[src/recovery_pkg.sv]
// shared recovery types; state and kind encodings are fixed widths that the testbench relies on
`default_nettype none

package recovery_pkg;

  // recovery controller states, one routine per faulty DMR group
  // EXIT is a single cycle that releases the selected group
  typedef enum logic [2:0] {
    IDLE,
    SETBACK,
    HALT_REQ,
    HALT_WAIT,
    RESTORE_RF,
    EXIT
  } recovery_state_e;

  // kind of lock-step disagreement seen in one group
  // NO_MISMATCH is the reset value and marks a healthy group
  typedef enum logic [1:0] {
    MAIN_MISMATCH,
    DATA_MISMATCH,
    BOTH_MISMATCH,
    NO_MISMATCH
  } error_kind_e;

endpackage

`default_nettype wire

[src/lockstep_checker.sv]
// core words are packed group 0 in the low bits; flags lag the compared inputs by one cycle
`timescale 1ns/1ns
`default_nettype none

module lockstep_checker #(
  parameter int unsigned NumGroups = 4,
  parameter int unsigned DataWidth = 32
) (
  input  logic                                  clk_i,
  input  logic                                  rst_ni,
  input  logic [NumGroups*DataWidth-1:0]        core_a_main_i,
  input  logic [NumGroups*DataWidth-1:0]        core_b_main_i,
  input  logic [NumGroups*DataWidth-1:0]        core_a_data_i,
  input  logic [NumGroups*DataWidth-1:0]        core_b_data_i,
  output logic [NumGroups-1:0]                  fault_mask_o,
  output recovery_pkg::error_kind_e [NumGroups-1:0] error_kind_o
);

  for (genvar g = 0; g < NumGroups; g++) begin : gen_group
    logic                      main_diff;
    logic                      data_diff;
    recovery_pkg::error_kind_e kind_d;

    // the two cores of a group must agree bit for bit on both outputs
    assign main_diff = core_a_main_i[g*DataWidth +: DataWidth] !=
                       core_b_main_i[g*DataWidth +: DataWidth];
    assign data_diff = core_a_data_i[g*DataWidth +: DataWidth] !=
                       core_b_data_i[g*DataWidth +: DataWidth];

    always_comb begin
      case ({main_diff, data_diff})
        2'b11:   kind_d = recovery_pkg::BOTH_MISMATCH;
        2'b10:   kind_d = recovery_pkg::MAIN_MISMATCH;
        2'b01:   kind_d = recovery_pkg::DATA_MISMATCH;
        default: kind_d = recovery_pkg::NO_MISMATCH;
      endcase
    end

    // flags are refreshed every cycle, so a lasting fault stays visible
    always_ff @(posedge clk_i or negedge rst_ni) begin
      if (!rst_ni) begin
        fault_mask_o[g] <= 1'b0;
        error_kind_o[g] <= recovery_pkg::NO_MISMATCH;
      end else begin
        fault_mask_o[g] <= main_diff | data_diff;
        error_kind_o[g] <= kind_d;
      end
    end
  end

endmodule

`default_nettype wire

[src/rf_address_generator.sv]
// walks only the lower half of the register file; RfAddrWidth must be at least 2
`timescale 1ns/1ns
`default_nettype none

module rf_address_generator #(
  parameter int unsigned RfAddrWidth = 5
) (
  input  logic                   clk_i,
  input  logic                   rst_ni,
  input  logic                   enable_i,
  output logic [RfAddrWidth-2:0] addr_o,
  output logic                   last_o
);

  // one address covers a pair of registers, so half the range suffices
  localparam int unsigned HalfWidth = RfAddrWidth - 1;

  logic [HalfWidth-1:0] count_q;
  logic [HalfWidth-1:0] count_d;
  logic                 last;

  // the final pair is reached when every count bit is set
  assign last = &count_q;

  always_comb begin
    count_d = count_q;
    if (!enable_i || last) begin
      // back to the first pair once disabled or after the final one
      count_d = '0;
    end else begin
      count_d = count_q + 1'b1;
    end
  end

  always_ff @(posedge clk_i or negedge rst_ni) begin
    if (!rst_ni) begin
      count_q <= '0;
    end else begin
      count_q <= count_d;
    end
  end

  assign addr_o = count_q;

  // the count is zero while disabled, so last can only rise during a walk
  assign last_o = last;

endmodule

`default_nettype wire

[src/recovery_controller.sv]
// one group is handled at a time; faults arriving while busy are seen again only back in idle
`timescale 1ns/1ns
`default_nettype none

module recovery_controller #(
  parameter  int unsigned NumGroups   = 4,
  parameter  int unsigned RfAddrWidth = 5,
  localparam int unsigned GroupW      = (NumGroups > 1) ? $clog2(NumGroups) : 1
) (
  input  logic                                  clk_i,
  input  logic                                  rst_ni,
  input  logic [NumGroups-1:0]                  fault_mask_i,
  input  recovery_pkg::error_kind_e [NumGroups-1:0] error_kind_i,
  input  logic [RfAddrWidth-2:0]                addr_i,
  input  logic                                  addr_last_i,
  input  logic [NumGroups-1:0]                  debug_rsp_i,
  output logic                                  addr_gen_en_o,
  output logic [NumGroups-1:0]                  setback_o,
  output logic [NumGroups-1:0]                  debug_req_o,
  output logic [NumGroups-1:0]                  resume_o,
  output logic [NumGroups-1:0]                  recover_o,
  output logic [NumGroups-1:0]                  instr_lock_o,
  output logic [NumGroups-1:0]                  clk_en_o,
  output logic                                  we_a_o,
  output logic                                  we_b_o,
  output logic [RfAddrWidth-1:0]                waddr_a_o,
  output logic [RfAddrWidth-1:0]                waddr_b_o,
  output logic [GroupW-1:0]                     group_o,
  output recovery_pkg::error_kind_e             fault_kind_o,
  output logic                                  busy_o
);

  recovery_pkg::recovery_state_e state_q;
  recovery_pkg::recovery_state_e state_d;
  recovery_pkg::error_kind_e     kind_q;

  logic [GroupW-1:0]    group_q;
  logic [GroupW-1:0]    sel_idx;
  logic [NumGroups-1:0] lock_q;
  logic [NumGroups-1:0] recover_q;
  logic                 start;
  logic                 restore;
  logic                 done;
  logic                 halted;

  assign start   = |fault_mask_i;
  assign restore = state_q == recovery_pkg::RESTORE_RF;
  assign done    = restore && addr_last_i;
  assign halted  = (state_q == recovery_pkg::HALT_WAIT) && debug_rsp_i[group_q];

  // lowest faulty group wins, so scan from the top and let lower hits overwrite
  always_comb begin
    sel_idx = '0;
    for (int i = NumGroups - 1; i >= 0; i--) begin
      if (fault_mask_i[i]) begin
        sel_idx = GroupW'(i);
      end
    end
  end

  always_comb begin
    state_d = state_q;
    case (state_q)
      recovery_pkg::IDLE: begin
        if (start) begin
          state_d = recovery_pkg::SETBACK;
        end
      end
      recovery_pkg::SETBACK:   state_d = recovery_pkg::HALT_REQ;
      recovery_pkg::HALT_REQ:  state_d = recovery_pkg::HALT_WAIT;
      recovery_pkg::HALT_WAIT: begin
        // the halted group holds its response high, no timeout here
        if (halted) begin
          state_d = recovery_pkg::RESTORE_RF;
        end
      end
      recovery_pkg::RESTORE_RF: begin
        if (addr_last_i) begin
          state_d = recovery_pkg::EXIT;
        end
      end
      recovery_pkg::EXIT:      state_d = recovery_pkg::IDLE;
      default:                 state_d = recovery_pkg::IDLE;
    endcase
  end

  always_ff @(posedge clk_i or negedge rst_ni) begin
    if (!rst_ni) begin
      state_q <= recovery_pkg::IDLE;
    end else begin
      state_q <= state_d;
    end
  end

  // the kind is captured with the group, as the checker may stop flagging it
  always_ff @(posedge clk_i or negedge rst_ni) begin
    if (!rst_ni) begin
      group_q <= '0;
      kind_q  <= recovery_pkg::NO_MISMATCH;
    end else if ((state_q == recovery_pkg::IDLE) && start) begin
      group_q <= sel_idx;
      kind_q  <= error_kind_i[sel_idx];
    end else if (state_q == recovery_pkg::EXIT) begin
      group_q <= '0;
      kind_q  <= recovery_pkg::NO_MISMATCH;
    end
  end

  // fetch stays locked from setback until the restore has written its last pair
  always_ff @(posedge clk_i or negedge rst_ni) begin
    if (!rst_ni) begin
      lock_q <= '0;
    end else if (state_q == recovery_pkg::SETBACK) begin
      lock_q[group_q] <= 1'b1;
    end else if (done) begin
      lock_q[group_q] <= 1'b0;
    end
  end

  // recover covers exactly the restore cycles of the selected group
  always_ff @(posedge clk_i or negedge rst_ni) begin
    if (!rst_ni) begin
      recover_q <= '0;
    end else if (halted) begin
      recover_q[group_q] <= 1'b1;
    end else if (done) begin
      recover_q[group_q] <= 1'b0;
    end
  end

  always_comb begin
    setback_o   = '0;
    debug_req_o = '0;
    resume_o    = '0;
    if (state_q == recovery_pkg::SETBACK) begin
      setback_o[group_q] = 1'b1;
    end
    if (state_q == recovery_pkg::HALT_REQ) begin
      debug_req_o[group_q] = 1'b1;
    end
    if (done) begin
      resume_o[group_q] = 1'b1;
    end
  end

  assign recover_o    = recover_q;
  assign instr_lock_o = lock_q;
  // the halt goes through debug mode, so every core keeps its clock
  assign clk_en_o     = '1;

  assign addr_gen_en_o = restore;
  assign we_a_o        = restore;
  assign we_b_o        = restore;

  // port b writes the upper half, i.e. the same offset plus half the register count
  assign waddr_a_o = restore ? {1'b0, addr_i} : '0;
  assign waddr_b_o = restore ? {1'b1, addr_i} : '0;

  assign group_o      = group_q;
  assign fault_kind_o = kind_q;
  assign busy_o       = state_q != recovery_pkg::IDLE;

endmodule

`default_nettype wire

[src/dmr_recovery_top.sv]
// register file, cores and PC or CSR restore live outside; core words are packed per group
`timescale 1ns/1ns
`default_nettype none

module dmr_recovery_top #(
  parameter  int unsigned NumGroups   = 4,
  parameter  int unsigned DataWidth   = 32,
  parameter  int unsigned RfAddrWidth = 5,
  localparam int unsigned GroupW      = (NumGroups > 1) ? $clog2(NumGroups) : 1
) (
  input  logic                           clk_i,
  input  logic                           rst_ni,
  input  logic [NumGroups*DataWidth-1:0] core_a_main_i,
  input  logic [NumGroups*DataWidth-1:0] core_b_main_i,
  input  logic [NumGroups*DataWidth-1:0] core_a_data_i,
  input  logic [NumGroups*DataWidth-1:0] core_b_data_i,
  input  logic [NumGroups-1:0]           debug_rsp_i,
  output logic [NumGroups-1:0]           setback_o,
  output logic [NumGroups-1:0]           debug_req_o,
  output logic [NumGroups-1:0]           resume_o,
  output logic [NumGroups-1:0]           recover_o,
  output logic [NumGroups-1:0]           instr_lock_o,
  output logic [NumGroups-1:0]           clk_en_o,
  output logic                           we_a_o,
  output logic                           we_b_o,
  output logic [RfAddrWidth-1:0]         waddr_a_o,
  output logic [RfAddrWidth-1:0]         waddr_b_o,
  output logic [GroupW-1:0]              group_o,
  output recovery_pkg::error_kind_e      fault_kind_o,
  output logic                           busy_o
);

  logic [NumGroups-1:0]                      fault_mask;
  recovery_pkg::error_kind_e [NumGroups-1:0] error_kind;
  logic                                      addr_gen_en;
  logic [RfAddrWidth-2:0]                    addr;
  logic                                      addr_last;

  lockstep_checker #(
    .NumGroups (NumGroups),
    .DataWidth (DataWidth)
  ) u_checker (
    .clk_i         (clk_i),
    .rst_ni        (rst_ni),
    .core_a_main_i (core_a_main_i),
    .core_b_main_i (core_b_main_i),
    .core_a_data_i (core_a_data_i),
    .core_b_data_i (core_b_data_i),
    .fault_mask_o  (fault_mask),
    .error_kind_o  (error_kind)
  );

  rf_address_generator #(
    .RfAddrWidth (RfAddrWidth)
  ) u_addr_gen (
    .clk_i    (clk_i),
    .rst_ni   (rst_ni),
    .enable_i (addr_gen_en),
    .addr_o   (addr),
    .last_o   (addr_last)
  );

  recovery_controller #(
    .NumGroups   (NumGroups),
    .RfAddrWidth (RfAddrWidth)
  ) u_ctrl (
    .clk_i         (clk_i),
    .rst_ni        (rst_ni),
    .fault_mask_i  (fault_mask),
    .error_kind_i  (error_kind),
    .addr_i        (addr),
    .addr_last_i   (addr_last),
    .debug_rsp_i   (debug_rsp_i),
    .addr_gen_en_o (addr_gen_en),
    .setback_o     (setback_o),
    .debug_req_o   (debug_req_o),
    .resume_o      (resume_o),
    .recover_o     (recover_o),
    .instr_lock_o  (instr_lock_o),
    .clk_en_o      (clk_en_o),
    .we_a_o        (we_a_o),
    .we_b_o        (we_b_o),
    .waddr_a_o     (waddr_a_o),
    .waddr_b_o     (waddr_b_o),
    .group_o       (group_o),
    .fault_kind_o  (fault_kind_o),
    .busy_o        (busy_o)
  );

endmodule

`default_nettype wire

[config.mk]
export PLATFORM = sky130hd
export DESIGN_NAME = dmr_recovery_top
export DESIGN_NICKNAME = d
export VERILOG_FILES = /design/src/recovery_pkg.sv /design/src/lockstep_checker.sv /design/src/rf_address_generator.sv /design/src/recovery_controller.sv /design/src/dmr_recovery_top.sv
export SDC_FILE = /design/constraint.sdc
export NUM_CORES = 1
export LEC_CHECK = 0
export BUFFER_PORTS_ARGS = -buffer_cell sky130_fd_sc_hd__buf_2
export CAP_MARGIN = 20
export CORE_AREA = 2 2 216 218
export DETAILED_ROUTE_END_ITERATION = 8
export DIE_AREA = 0 0 218 220
export PLACE_DENSITY = 0.3
export SLEW_MARGIN = 20
export SYNTH_ARGS = -nofsm -noshare
export SYNTH_HDL_FRONTEND = slang
export SYNTH_SLANG_ARGS = --single-unit
[constraint.sdc]
create_clock -name clk_i -period 4.1 [get_ports clk_i]
set_input_delay 0.82 -clock clk_i [delete_from_list [all_inputs] [get_ports clk_i]]
set_output_delay 0.82 -clock clk_i [all_outputs]
set_load 0.01 [all_outputs]
After elaboration in Yosys (flattened, before gate mapping)
Cells that the tools add are included.
{"block": "op_classes", "order_cmp": 3, "eq_ne": 28, "n_addsub": 1, "mux": 32, "bitwise": 9, "n_reduce_logical": 14}
{"op": "32-bit != test", "n": 8}
{"op": "4-bit two-way mux", "n": 9}
{"op": "2-bit case mux with 3 select lines", "n": 4}
{"op": "2-bit two-way mux", "n": 9}
{"op": "2-bit == test (second input constant)", "n": 8}
{"op": "3-bit case mux with 5 select lines", "n": 1}
{"op": "3-bit two-way mux", "n": 3}
{"op": "4-bit AND", "n": 2}
{"op": "2-bit by 1-bit == test with 1-bit output (second input constant)", "n": 4}
{"op": "4-bit OR", "n": 2}
{"op": "3-bit by 2-bit == test with 1-bit output (second input constant)", "n": 2}
{"op": "3-bit == test (second input constant)", "n": 2}
{"op": "2-bit by 3-bit < comparator with 1-bit output (second input constant)", "n": 2}
{"op": "2-bit nonzero test", "n": 3}
{"op": "5-bit two-way mux", "n": 1}
{"op": "4-bit by 1-bit adder with 4-bit output (second input constant)", "n": 1}
{"op": "2-bit binary-select mux with 2-bit select", "n": 1}
{"op": "1-bit logical AND", "n": 4}
{"op": "2-bit by 1-bit != test with 1-bit output (second input constant)", "n": 2}
{"op": "4-bit NOT", "n": 1}
{"op": "1-bit OR", "n": 4}
{"op": "4-bit AND reduction", "n": 1}
{"op": "4-bit OR reduction", "n": 1}
{"op": "3-bit by 1-bit == test with 1-bit output (second input constant)", "n": 1}
{"op": "other kinds (10)", "n": 11}
{"block": "word_totals", "word_cells": 101, "out_inout_bits": 41, "regBits": 31}

Depth between registers and ports, before layout
Gate-level depths: netlist (run 1).
{"block": "depth", "depth_word": 8, "depth_mapped": 6, "ltp_nobuf": 6}

Modules after synthesis
From an unflattened synthesis (run 1), not the netlist that was laid out.
{"block": "hier_totals", "hier_cells": 520, "area_unflattened_um2": 4538.1}
{"module": "lockstep_checker", "seq_area_each_um2": 310.3, "instances": 1, "area_each_um2": 3348.2, "cells_each": 384}
{"module": "recovery_controller", "seq_area_each_um2": 377.9, "instances": 1, "area_each_um2": 1008.5, "cells_each": 122}
{"module": "rf_address_generator", "seq_area_each_um2": 100.1, "instances": 1, "area_each_um2": 181.4, "cells_each": 14}

Worst setup path after synthesis (run 1)
Ideal clock, no wire load.
{"block": "synth_path", "path_kind": "register to output", "start": "register u_ctrl.state_q[1]", "end": "output port waddr_b_o[0]", "arrival_ns": 1.385, "path_stages_with_launch": 5, "slack_ns": 1.895, "n_path_buf": 1, "cell_sequence": "dfrtp_1 or3b_4 inv_1 and2_1 buf_4"}
{"block": "synth_via", "elab_chain_cells": 2}
{"element": "from (decl)", "line": "recovery_controller.sv:33", "text": "recovery_pkg::recovery_state_e state_q;"}
{"element": "from (signal assigned)", "line": "recovery_controller.sv:89", "text": "state_q <= recovery_pkg::IDLE;"}
{"element": "from (signal assigned)", "line": "recovery_controller.sv:91", "text": "state_q <= state_d;"}
{"element": "3-bit == test", "line": "recovery_controller.sv:47", "text": "assign restore = state_q == recovery_pkg::RESTORE_RF;"}
{"element": "via we_a_o", "line": "dmr_recovery_top.sv:24", "text": "output logic we_a_o,"}
{"element": "5-bit two-way mux", "line": "recovery_controller.sv:157", "text": "assign waddr_b_o = restore ? {1'b1, addr_i} : '0;"}
{"element": "to (decl)", "line": "dmr_recovery_top.sv:27", "text": "output logic [RfAddrWidth-1:0] waddr_b_o,"}
The timed path passes the listed nets, and every way through them passes these cells.

Worst setup path in the final report (run 1)
{"block": "layout_path", "start": "register u_ctrl.state_q[0]", "end": "output port resume_o[2]"}
{"block": "layout_via", "elab_chain_cells": 3}
{"element": "3-bit == test", "line": "recovery_controller.sv:47"}
{"element": "1-bit logical AND", "line": "recovery_controller.sv:48", "text": "assign done = restore && addr_last_i;"}
{"element": "4-bit two-way mux", "line": "recovery_controller.sv:141", "text": "if (done) begin"}
{"element": "to (decl)", "line": "dmr_recovery_top.sv:20", "text": "output logic [NumGroups-1:0] resume_o,"}
Every way passes these cells.

==> impl_metrics.yaml, run 1 <==
die:
  start_util_pct: 9.68
  die-area_mm2: 0.0480
  core_mm2: 0.0459
  die_y_um: 220
  rows: 79
  num_io_pins: 559
  fp.dieW_um: 218
timing:
  slew_headroom_pct: 44.3
  worstMarginPinSlew_ps: 836
  timing.final.crit_period_ps: 2770
  finalSetupViolCount: 0
  skew_ps: 4.07
  fin_crit_sh_pct: 67.6
  slew_violations: 0
  fmax_mhz: 361
  setup-tns-final_ps: 0
  hold_violations: 0
  fin_ws_ps: 1330
  rsz0062_at_grt: "false"
outcome:
  status: "finished clean"
clock_network:
  cts_sinks: 31
  post_cts_resized: 0
  cts.reportedPaths.clkPinSlew_ps: 60
  ctsHoldBuffers: 0
  cts_root_buf: "clkbuf_16"
  cts_buffer_depth: 2
  cts_htree_levels: 2
  cts_inserted_buffers: 5
  clk_latency_ps: 290
  post_cts_buffers: 0
  cts_tree: "built"
flow_run:
  drv_cap: 0
place:
  dp_hpwl_um: 23000
  dp.cells: 1651
  pre_cts_slack_ps: 1390
  placed_area_mm2: 0.00787
  gp_congestion: 0.876
  port-buffer-count: 553
power_and_ir_drop:
  power_leakage_nw: 4.00
  ir_worst_vdd_mv: 0.151
  powerDensity_mw_per_mm2: 192
  power_mw: 1.55
hold_path:
  holdCritPathClass: "reg2reg"
yosys:
  syn_inst: 503
  async_flop_share_pct: 100
  ys_seq_elements: 31
  synth_top_area_share_pct: 31.7
  ys.flop_type: "dfrtp_1"
  synth_cell_types: 42
  synth.most_common_cell: "xor2_1"
  synth.area.top_cells: "xor2_1 32%, xnor2_1 19%, dfrtp_1 12%, nor4_1 6.5%, dfstp_2 5.9%"
  avgSynthCellArea_um2: 8.83
  ys_seq_area_share_pct: 17.7
  syn_area_mm2: 0.00444
  yosysWarnings: 0
  synth_top_cell_by_area: "xor2_1"
  synth_edf_count: 0
  ys_top_cells_by_count: "161 x xor2_1, 97 x xnor2_1, 46 x nor4_1"
detailed_routing:
  antenna_left: 0
  wirelength_um: 24500
  drc: 0
  num_vias: 5534
  drt_pass1_iterations: 4
  drtIter0Drc: 112
  wire_per_inst_um: 14.7
  avgViaCountPerCell: 3.33
worst_setup_path:
  arrival_ps: 1950
  crit_path_end_kind: "output port"
  crit_path_cell_trace: "or3b_4 -> nor2_1 -> nand3_1 -> inv_1 -> buf_2"
  cpPeakStageDelay_ps: 530
  critPathKind: "reg2out"
  critical_path_peak_fanout: 13
  critPathLaunchType: "flop"
  required_ps: 3280
  r2r_slack_ps: 2360
  critical_path.slowest_cell: "dfrtp_1"
finish:
  num-fill-cells: 5304
  nets: 1582
  area.growth.synth_to_final_pct: 81.3
  drive_gt1_share_pct: 55.6
  instances_no_fill: 1662
  final_area_mm2: 0.00805
  seqCellArea_um2: 788
  multi_input_area_mm2: 0.00349
grt:
  antenna_found_initial: 3
  grt.overflow.total: 0
  grt_max_degree: 32
  grt_pass1_vias: 5795
  track_usage_pct: 9.43
  grt_pass1_wl_um: 33500
-- stage by stage --
stage | util, % | hold WS, ps
after floorplan | - | 444
after global placement | 17.2 | 464
after detailed placement | 17.2 | 469
after CTS | 17.5 | 483
after global routing | 17.6 | 503
final | 17.6 | 479
-- final timing paths --
check,start,end,depth (start not counted)
setup / recovery,u_ctrl.state_q[0],resume_o[2],5
hold / removal,flop,flop,1
setup reg to reg,u_ctrl.state_q[0],flop,4
hold reg to reg,flop,flop,1
max in group asynchronous,rst_ni,u_checker.fault_mask_o[0],1
min in group asynchronous,rst_ni,async pin,1
-- layout by cell type (no fill, tap or decap), types with 5 or more instances in the layout --
cell type	Yosys	final
nand3_1	7	7
nor3_1	5	5
nand2_1	7	7
conb_1	2	5
nand4_1	36	36
xnor2_1	97	97
nor4_1	46	46
dfstp_2	10	10
xor2_1	161	161
buf_2	2	553
ha_1	13	13
dfrtp_1	21	21
nor2_1	16	16
inv_1	17	17
clkbuf_16	0	5
-- where the power goes --
| part | switching, mW | total, mW | internal (mW) | leakage (nW) |
|---|---|---|---|---|
| Clock | 0.151 | 0.454 | 0.302 | 0.0869 |
| Sequential | 0.0412 | 0.373 | 0.332 | 0.361 |
| Combinational | 0.338 | 0.723 | 0.385 | 3.56 |
| Total | 0.530 | 1.55 | 1.02 | 4.00 |
-- critical path: cells and delay by family, from the launching register on --
family / cells / cell delay [ps]
DFF: 1 / 530
and+or+nand+nor: 3 / 880
buffers and inverters: 2 / 260
-- per-layer routing --
layer  track usage [%]  routed length [um]  part of all wire, %  vias to the layer above
li1                  -                   -                    -                     2817
met1              10.6                9270                   38                     2444
met2              18.0               13300                   54                      251
met3              2.22                1620                  6.6                       22
met4              2.00                 313                  1.3                        0
met5                 0                   0                    0                        -
-- logic make-up after synthesis --
group           count (synthesis)  synth area share, %
compound gates                 24                 3.97
xor+xnor                      258                 50.9
fa+ha+maj                      13                 3.66
buf+inv                        32                 3.86
flops                          31                 17.7
mux                             1                0.507
other cells                     2                0.169
simple gates                  142                 19.2
-- cell type report --
class,instances,share of cell area (%)
multi-input combinational,443,43.4
timing repair buffer,553,34.4
sequential,31,9.79
tap,607,9.43
clock buffer,6,1.72
inverter,17,0.792
clock inverter,2,0.435
antenna,3,0.0932
Power figures use the tool's default switching activity.
==> inputs of run 2 (changes only) <==
--- a/config.mk
+++ b/config.mk
@@ -7,9 +7,9 @@
 export LEC_CHECK = 0
 export BUFFER_PORTS_ARGS = -buffer_cell sky130_fd_sc_hd__buf_2
 export CAP_MARGIN = 20
-export CORE_AREA = 2 2 216 218
+export CORE_AREA = 2 2 219 221
 export DETAILED_ROUTE_END_ITERATION = 8
-export DIE_AREA = 0 0 218 220
+export DIE_AREA = 0 0 221 223
 export PLACE_DENSITY = 0.3
 export SLEW_MARGIN = 20
 export SYNTH_ARGS = -nofsm -noshare
==> constraint.sdc (replaced) <==
create_clock -name clk_i -period 2.7 [get_ports clk_i]
set_input_delay 0.54 -clock clk_i [delete_from_list [all_inputs] [get_ports clk_i]]
set_output_delay 0.54 -clock clk_i [all_outputs]
set_load 0.01 [all_outputs]
==> run 2 against run 1 <==
  * Global-route usage is 0.071 points higher
  * Critical path type unchanged
  * Flip-flop and latch count unchanged
  * Combinational power is 52% higher
  * Wire length about the same
  * Critical path depth stayed put
  * Die area increased by 2.8%
  * Sequential power grew 51%
  * Non-clock buffer count increased by 5
  * Clock power up 52%
  * Clock skew up 3.7 ps
==> impl_metrics.yaml, run 2 (same netlist as run 1, synthesis figures left out) <==
finish:
  final_area_mm2: 0.00809
  num-fill-cells: 5429
  diodes: 0
  area.growth.synth_to_final_pct: 82.2
  final_common_cell: "buf_2"
  nets: 1587
  drive_gt1_share_pct: 55.8
  final_cell_mix: "553 x buf_2, 161 x xor2_1, 97 x xnor2_1"
timing:
  worstMarginPinSlew_ps: 843
  fmax_mhz: 409
  skew_ps: 7.74
  finalSetupViolCount: 0
  fin_crit_sh_pct: 90.5
  slew_headroom_pct: 43.8
  setup-tns-final_ps: 0
  rsz0062_at_grt: "false"
  fin_ws_ps: 257
  slew_violations: 0
  hold_violations: 0
  timing.final.crit_period_ps: 2440
  timing.hold.ws_ps: 354
detailed_routing:
  wirelength_um: 24500
  num_vias: 5524
  avgViaCountPerCell: 3.30
  drt_pass1_iterations: 4
  drtIter0Drc: 141
  drc: 0
  antenna_left: 0
  wire_per_inst_um: 14.7
grt:
  antenna_found_initial: 1
  grt_pass1_vias: 6069
  grt.overflow.total: 0
  grt_max_degree: 32
  track_usage_pct: 9.50
  grt_pass1_wl_um: 35400
clock_network:
  post_cts_resized: 0
  cts_htree_levels: 2
  ctsHoldBuffers: 0
  cts_tree: "built"
  cts.reportedPaths.clkPinSlew_ps: 60
  cts_inserted_buffers: 5
  post_cts_buffers: 0
  cts_buffer_depth: 2
  cts_sinks: 31
  cts_root_buf: "clkbuf_16"
  clk_latency_ps: 290
place:
  dp_hpwl_um: 22900
  placed_area_mm2: 0.00792
  port-buffer-count: 553
  pre_cts_slack_ps: 337
  gp_congestion: 0.847
worst_setup_path:
  arrival_ps: 1900
  critical_path_peak_fanout: 13
  required_ps: 2160
  critPathKind: "reg2out"
  crit_path_end_kind: "output port"
  critPathLaunchType: "flop"
outcome:
  status: "finished clean"
power_and_ir_drop:
  ir_worst_vdd_mv: 0.180
  powerDensity_mw_per_mm2: 291
  power_mw: 2.35
  power_leakage_nw: 4.03
die:
  num_io_pins: 559
  rows: 80
  core_mm2: 0.0471
  die_y_um: 223
  start_util_pct: 9.42
  die-area_mm2: 0.0493
  fp.dieW_um: 221
flow_run:
  drv_cap: 0
hold_path:
  holdCritPathClass: "in2async"
==> run 2: changes by cell type in the layout (fill, tap and decap cells not counted), sizes merged <==
cell and delta:
buf +5, diode -3
==> run 2: path summary, 6_finish.rpt <==
| path | endpoint | start | slack [ps] | depth (start not counted) |
|---|---|---|---|---|
| min in group clk_i | flop | flop | 480 | 1 |
| worst min register to register | flop | flop | 480 | 1 |
| worst min-delay path | async pin | rst_ni | 350 | 1 |
| worst max register to register | flop | u_ctrl.group_o[0] | 940 | 4 |
| worst max-delay path | resume_o[2] | u_ctrl.state_q[0] | 260 | 5 |
| max in group asynchronous | u_checker.fault_mask_o[3] | rst_ni | 1810 | 1 |
==> run 2: power breakdown <==
group / internal (mW) / total [mW] / switching, mW
registers: 0.504 / 0.563 / 0.0585
clock network: 0.459 / 0.692 / 0.232
logic: 0.589 / 1.10 / 0.510
==> run 2: layout make-up <==
cell class	instances	area, um2	area share [%]
multi-input combinational	443	3490	43.2
clock buffer	6	139	1.72
timing repair buffer	558	2810	34.7
tap	615	769	9.51
inverter	17	63.8	0.788
sequential	31	788	9.74
clock inverter	2	35.0	0.433
==> run 2: stage by stage <==
step | instances | util (%)
floorplan | 506 | -
global placement | 1664 | 16.8
detailed placement | 1664 | 16.8
CTS | 1672 | 17.2
global route | 1672 | 17.2
finish | 1672 | 17.2
==> run 2: routing by layer <==
layer  track usage (%)  vias to the layer above  wire (um)
met5                 0                        -          0
met4              1.36                        0        309
met3              1.82                       17       1250
met2              17.7                      245      12900
met1              11.4                     2443      10100
li1                  -                     2819          -
==> run 2: critical path, stage by stage, from the launching register on <==
cell	delay [ps]
dfrtp_1	510
or3b_4	460
nor2_1	210
nand3_1	170
inv_1	130
buf_2	140
==> inputs of run 3 (changes only) <==
--- a/config.mk
+++ b/config.mk
@@ -6,7 +6,6 @@
 export NUM_CORES = 1
 export LEC_CHECK = 0
 export BUFFER_PORTS_ARGS = -buffer_cell sky130_fd_sc_hd__buf_2
-export CAP_MARGIN = 20
 export CORE_AREA = 2 2 219 221
 export DETAILED_ROUTE_END_ITERATION = 8
 export DIE_AREA = 0 0 221 223
==> constraint.sdc (replaced) <==
create_clock -name clk_i -period 2.75 [get_ports clk_i]
set_input_delay 0.55 -clock clk_i [delete_from_list [all_inputs] [get_ports clk_i]]
set_output_delay 0.55 -clock clk_i [all_outputs]
set_load 0.01 [all_outputs]
==> run 3 against run 2 <==
  * Wire length is 0.49% lower
  * Flip-flop and latch count stayed put
  * Sequential share of layout area hardly changed
  * Die area stayed put
  * Worst hold slack better by 11 ps
  * Clock-buffer cell count stayed put
  * Clock power is 2% lower
  * Global-route usage is 0.15 points lower
  * Cell count stayed put
  * Worst setup slack better by 78 ps
  * Critical path depth stayed put
==> impl_metrics.yaml, run 3 (same netlist as run 1, synthesis figures left out) <==
outcome:
  status: "finished clean"
timing:
  fmax_mhz: 414
  fin_crit_sh_pct: 87.8
  hold_violations: 0
  slew_violations: 0
  skew_ps: 7.03
  worstMarginPinSlew_ps: 838
  setup-tns-final_ps: 0
  timing.final.crit_period_ps: 2420
  rsz0062_at_grt: "false"
  slew_headroom_pct: 44.1
  finalSetupViolCount: 0
worst_setup_path:
  critPathLaunchType: "flop"
  crit_path_end_kind: "output port"
  critPathKind: "reg2out"
  critical_path_peak_fanout: 13
  arrival_ps: 1870
  required_ps: 2200
power_and_ir_drop:
  ir_worst_vdd_mv: 0.225
  switching_share_pct: 33.9
  p_clk_share_pct: 29.4
  power_frac_seq_pct: 24.0
  power.switching_uw: 779
  power_leakage_nw: 4.02
  combPwrFrac_pct: 46.7
  p_int_mw: 1.52
  powerDensity_mw_per_mm2: 285
place:
  dp.cells: 1663
  placed_area_mm2: 0.00791
  port-buffer-count: 553
  gp_congestion: 0.847
  dp_hpwl_um: 22900
clock_network:
  cts_tree: "built"
  cts_htree_levels: 2
  cts_inserted_buffers: 5
  cts_sinks: 31
  post_cts_resized: 0
  clk_latency_ps: 290
  cts.reportedPaths.clkPinSlew_ps: 60
  ctsHoldBuffers: 0
  post_cts_buffers: 0
  cts_root_buf: "clkbuf_16"
  cts_buffer_depth: 2
detailed_routing:
  drtIter0Drc: 101
  dr.max_layer_used: "met4"
  drt_pass1_iterations: 4
  wl_met3_um: 1350
  drc: 0
  wl_met1_um: 9740
  wire_per_inst_um: 14.6
  dr_wl_met2_um: 13000
  antenna_left: 0
  wirelength_um: 24400
  num_vias: 5506
  avgViaCountPerCell: 3.29
grt:
  grt_pass1_vias: 5949
  antenna_found_initial: 2
  grt.overflow.total: 0
  track_usage_pct: 9.35
  grt_pass1_wl_um: 34700
  grt_max_degree: 32
die:
  rows: 80
  start_util_pct: 9.42
  die-area_mm2: 0.0493
  fp.dieW_um: 221
  core_mm2: 0.0471
  die_y_um: 223
  num_io_pins: 559
hold_path:
  holdCritPathClass: "in2async"
finish:
  num-fill-cells: 5390
  drive_gt1_share_pct: 55.8
  final_area_mm2: 0.00809
  final_common_cell: "buf_2"
  instances_no_fill: 1672
  nets: 1586
  final_cell_mix: "553 x buf_2, 161 x xor2_1, 97 x xnor2_1"
  area.growth.synth_to_final_pct: 82.1
flow_run:
  drv_cap: 0
==> run 3: cell count changes in the layout (fill, tap and decap cells not counted), sizes merged <==
cell and change:
diode +1, buf -1
==> run 3: worst paths after layout <==
path	from	end	slack, ps	cells past startpoint
min in group clk_i	flop	flop	470	1
min reg2reg	flop	flop	470	1
min	rst_ni	async pin	360	1
max	u_ctrl.state_q[0]	resume_o[2]	330	5
max in group asynchronous	rst_ni	u_checker.fault_mask_o[3]	1840	1
max reg2reg	u_ctrl.group_o[0]	flop	990	4
==> run 3: layout make-up <==
class	count	area, um2	share of cell area, %
Timing Repair Buffer	557	2800	34.6
Multi-Input combinational cell	443	3490	43.2
Clock buffer	6	139	1.72
Clock inverter	2	35.0	0.433
Antenna cell	1	2.50	0.0309
Inverter	17	63.8	0.789
Sequential cell	31	788	9.74
Tap cell	615	769	9.51
==> run 3: critical path, cell delays in order, from the launching register on <==
cell and delay (ps):
dfrtp_1 510, or3b_4 460, nor2_1 200, nand3_1 160, inv_1 110, buf_2 140
==> run 3: power groups by stage <==
stage          Sequential, mW  Clock (mW)  Combinational, mW
4_1_cts                 0.551       0.719               1.10
3_3_place_gp            0.560           0               1.09
3_5_place_dp            0.559           0               1.09
2_1_floorplan           0.535           0              0.507
5_1_grt                 0.564       0.729               1.19
6_report                0.552       0.676               1.07
==> run 3: routing by layer <==
layer / GRT usage, % / vias to the layer above
met2: 17.8 / 237
met5: 0 / -
met4: 1.49 / 0
met1: 10.9 / 2436
li1: - / 2816
met3: 1.87 / 17
==> run 3: stage by stage <==
stage / utilization, % / hold WS, ps / power (mW) / setup slack, ps
after global routing: 17.2 / 426 / 2.48 / 177
after global placement: 16.8 / 482 / 1.65 / 345
after detailed placement: 16.8 / 465 / 1.65 / 377
after floorplan: - / 254 / 1.04 / 815
after CTS: 17.2 / 401 / 2.37 / 288
final: 17.2 / 365 / 2.30 / 335
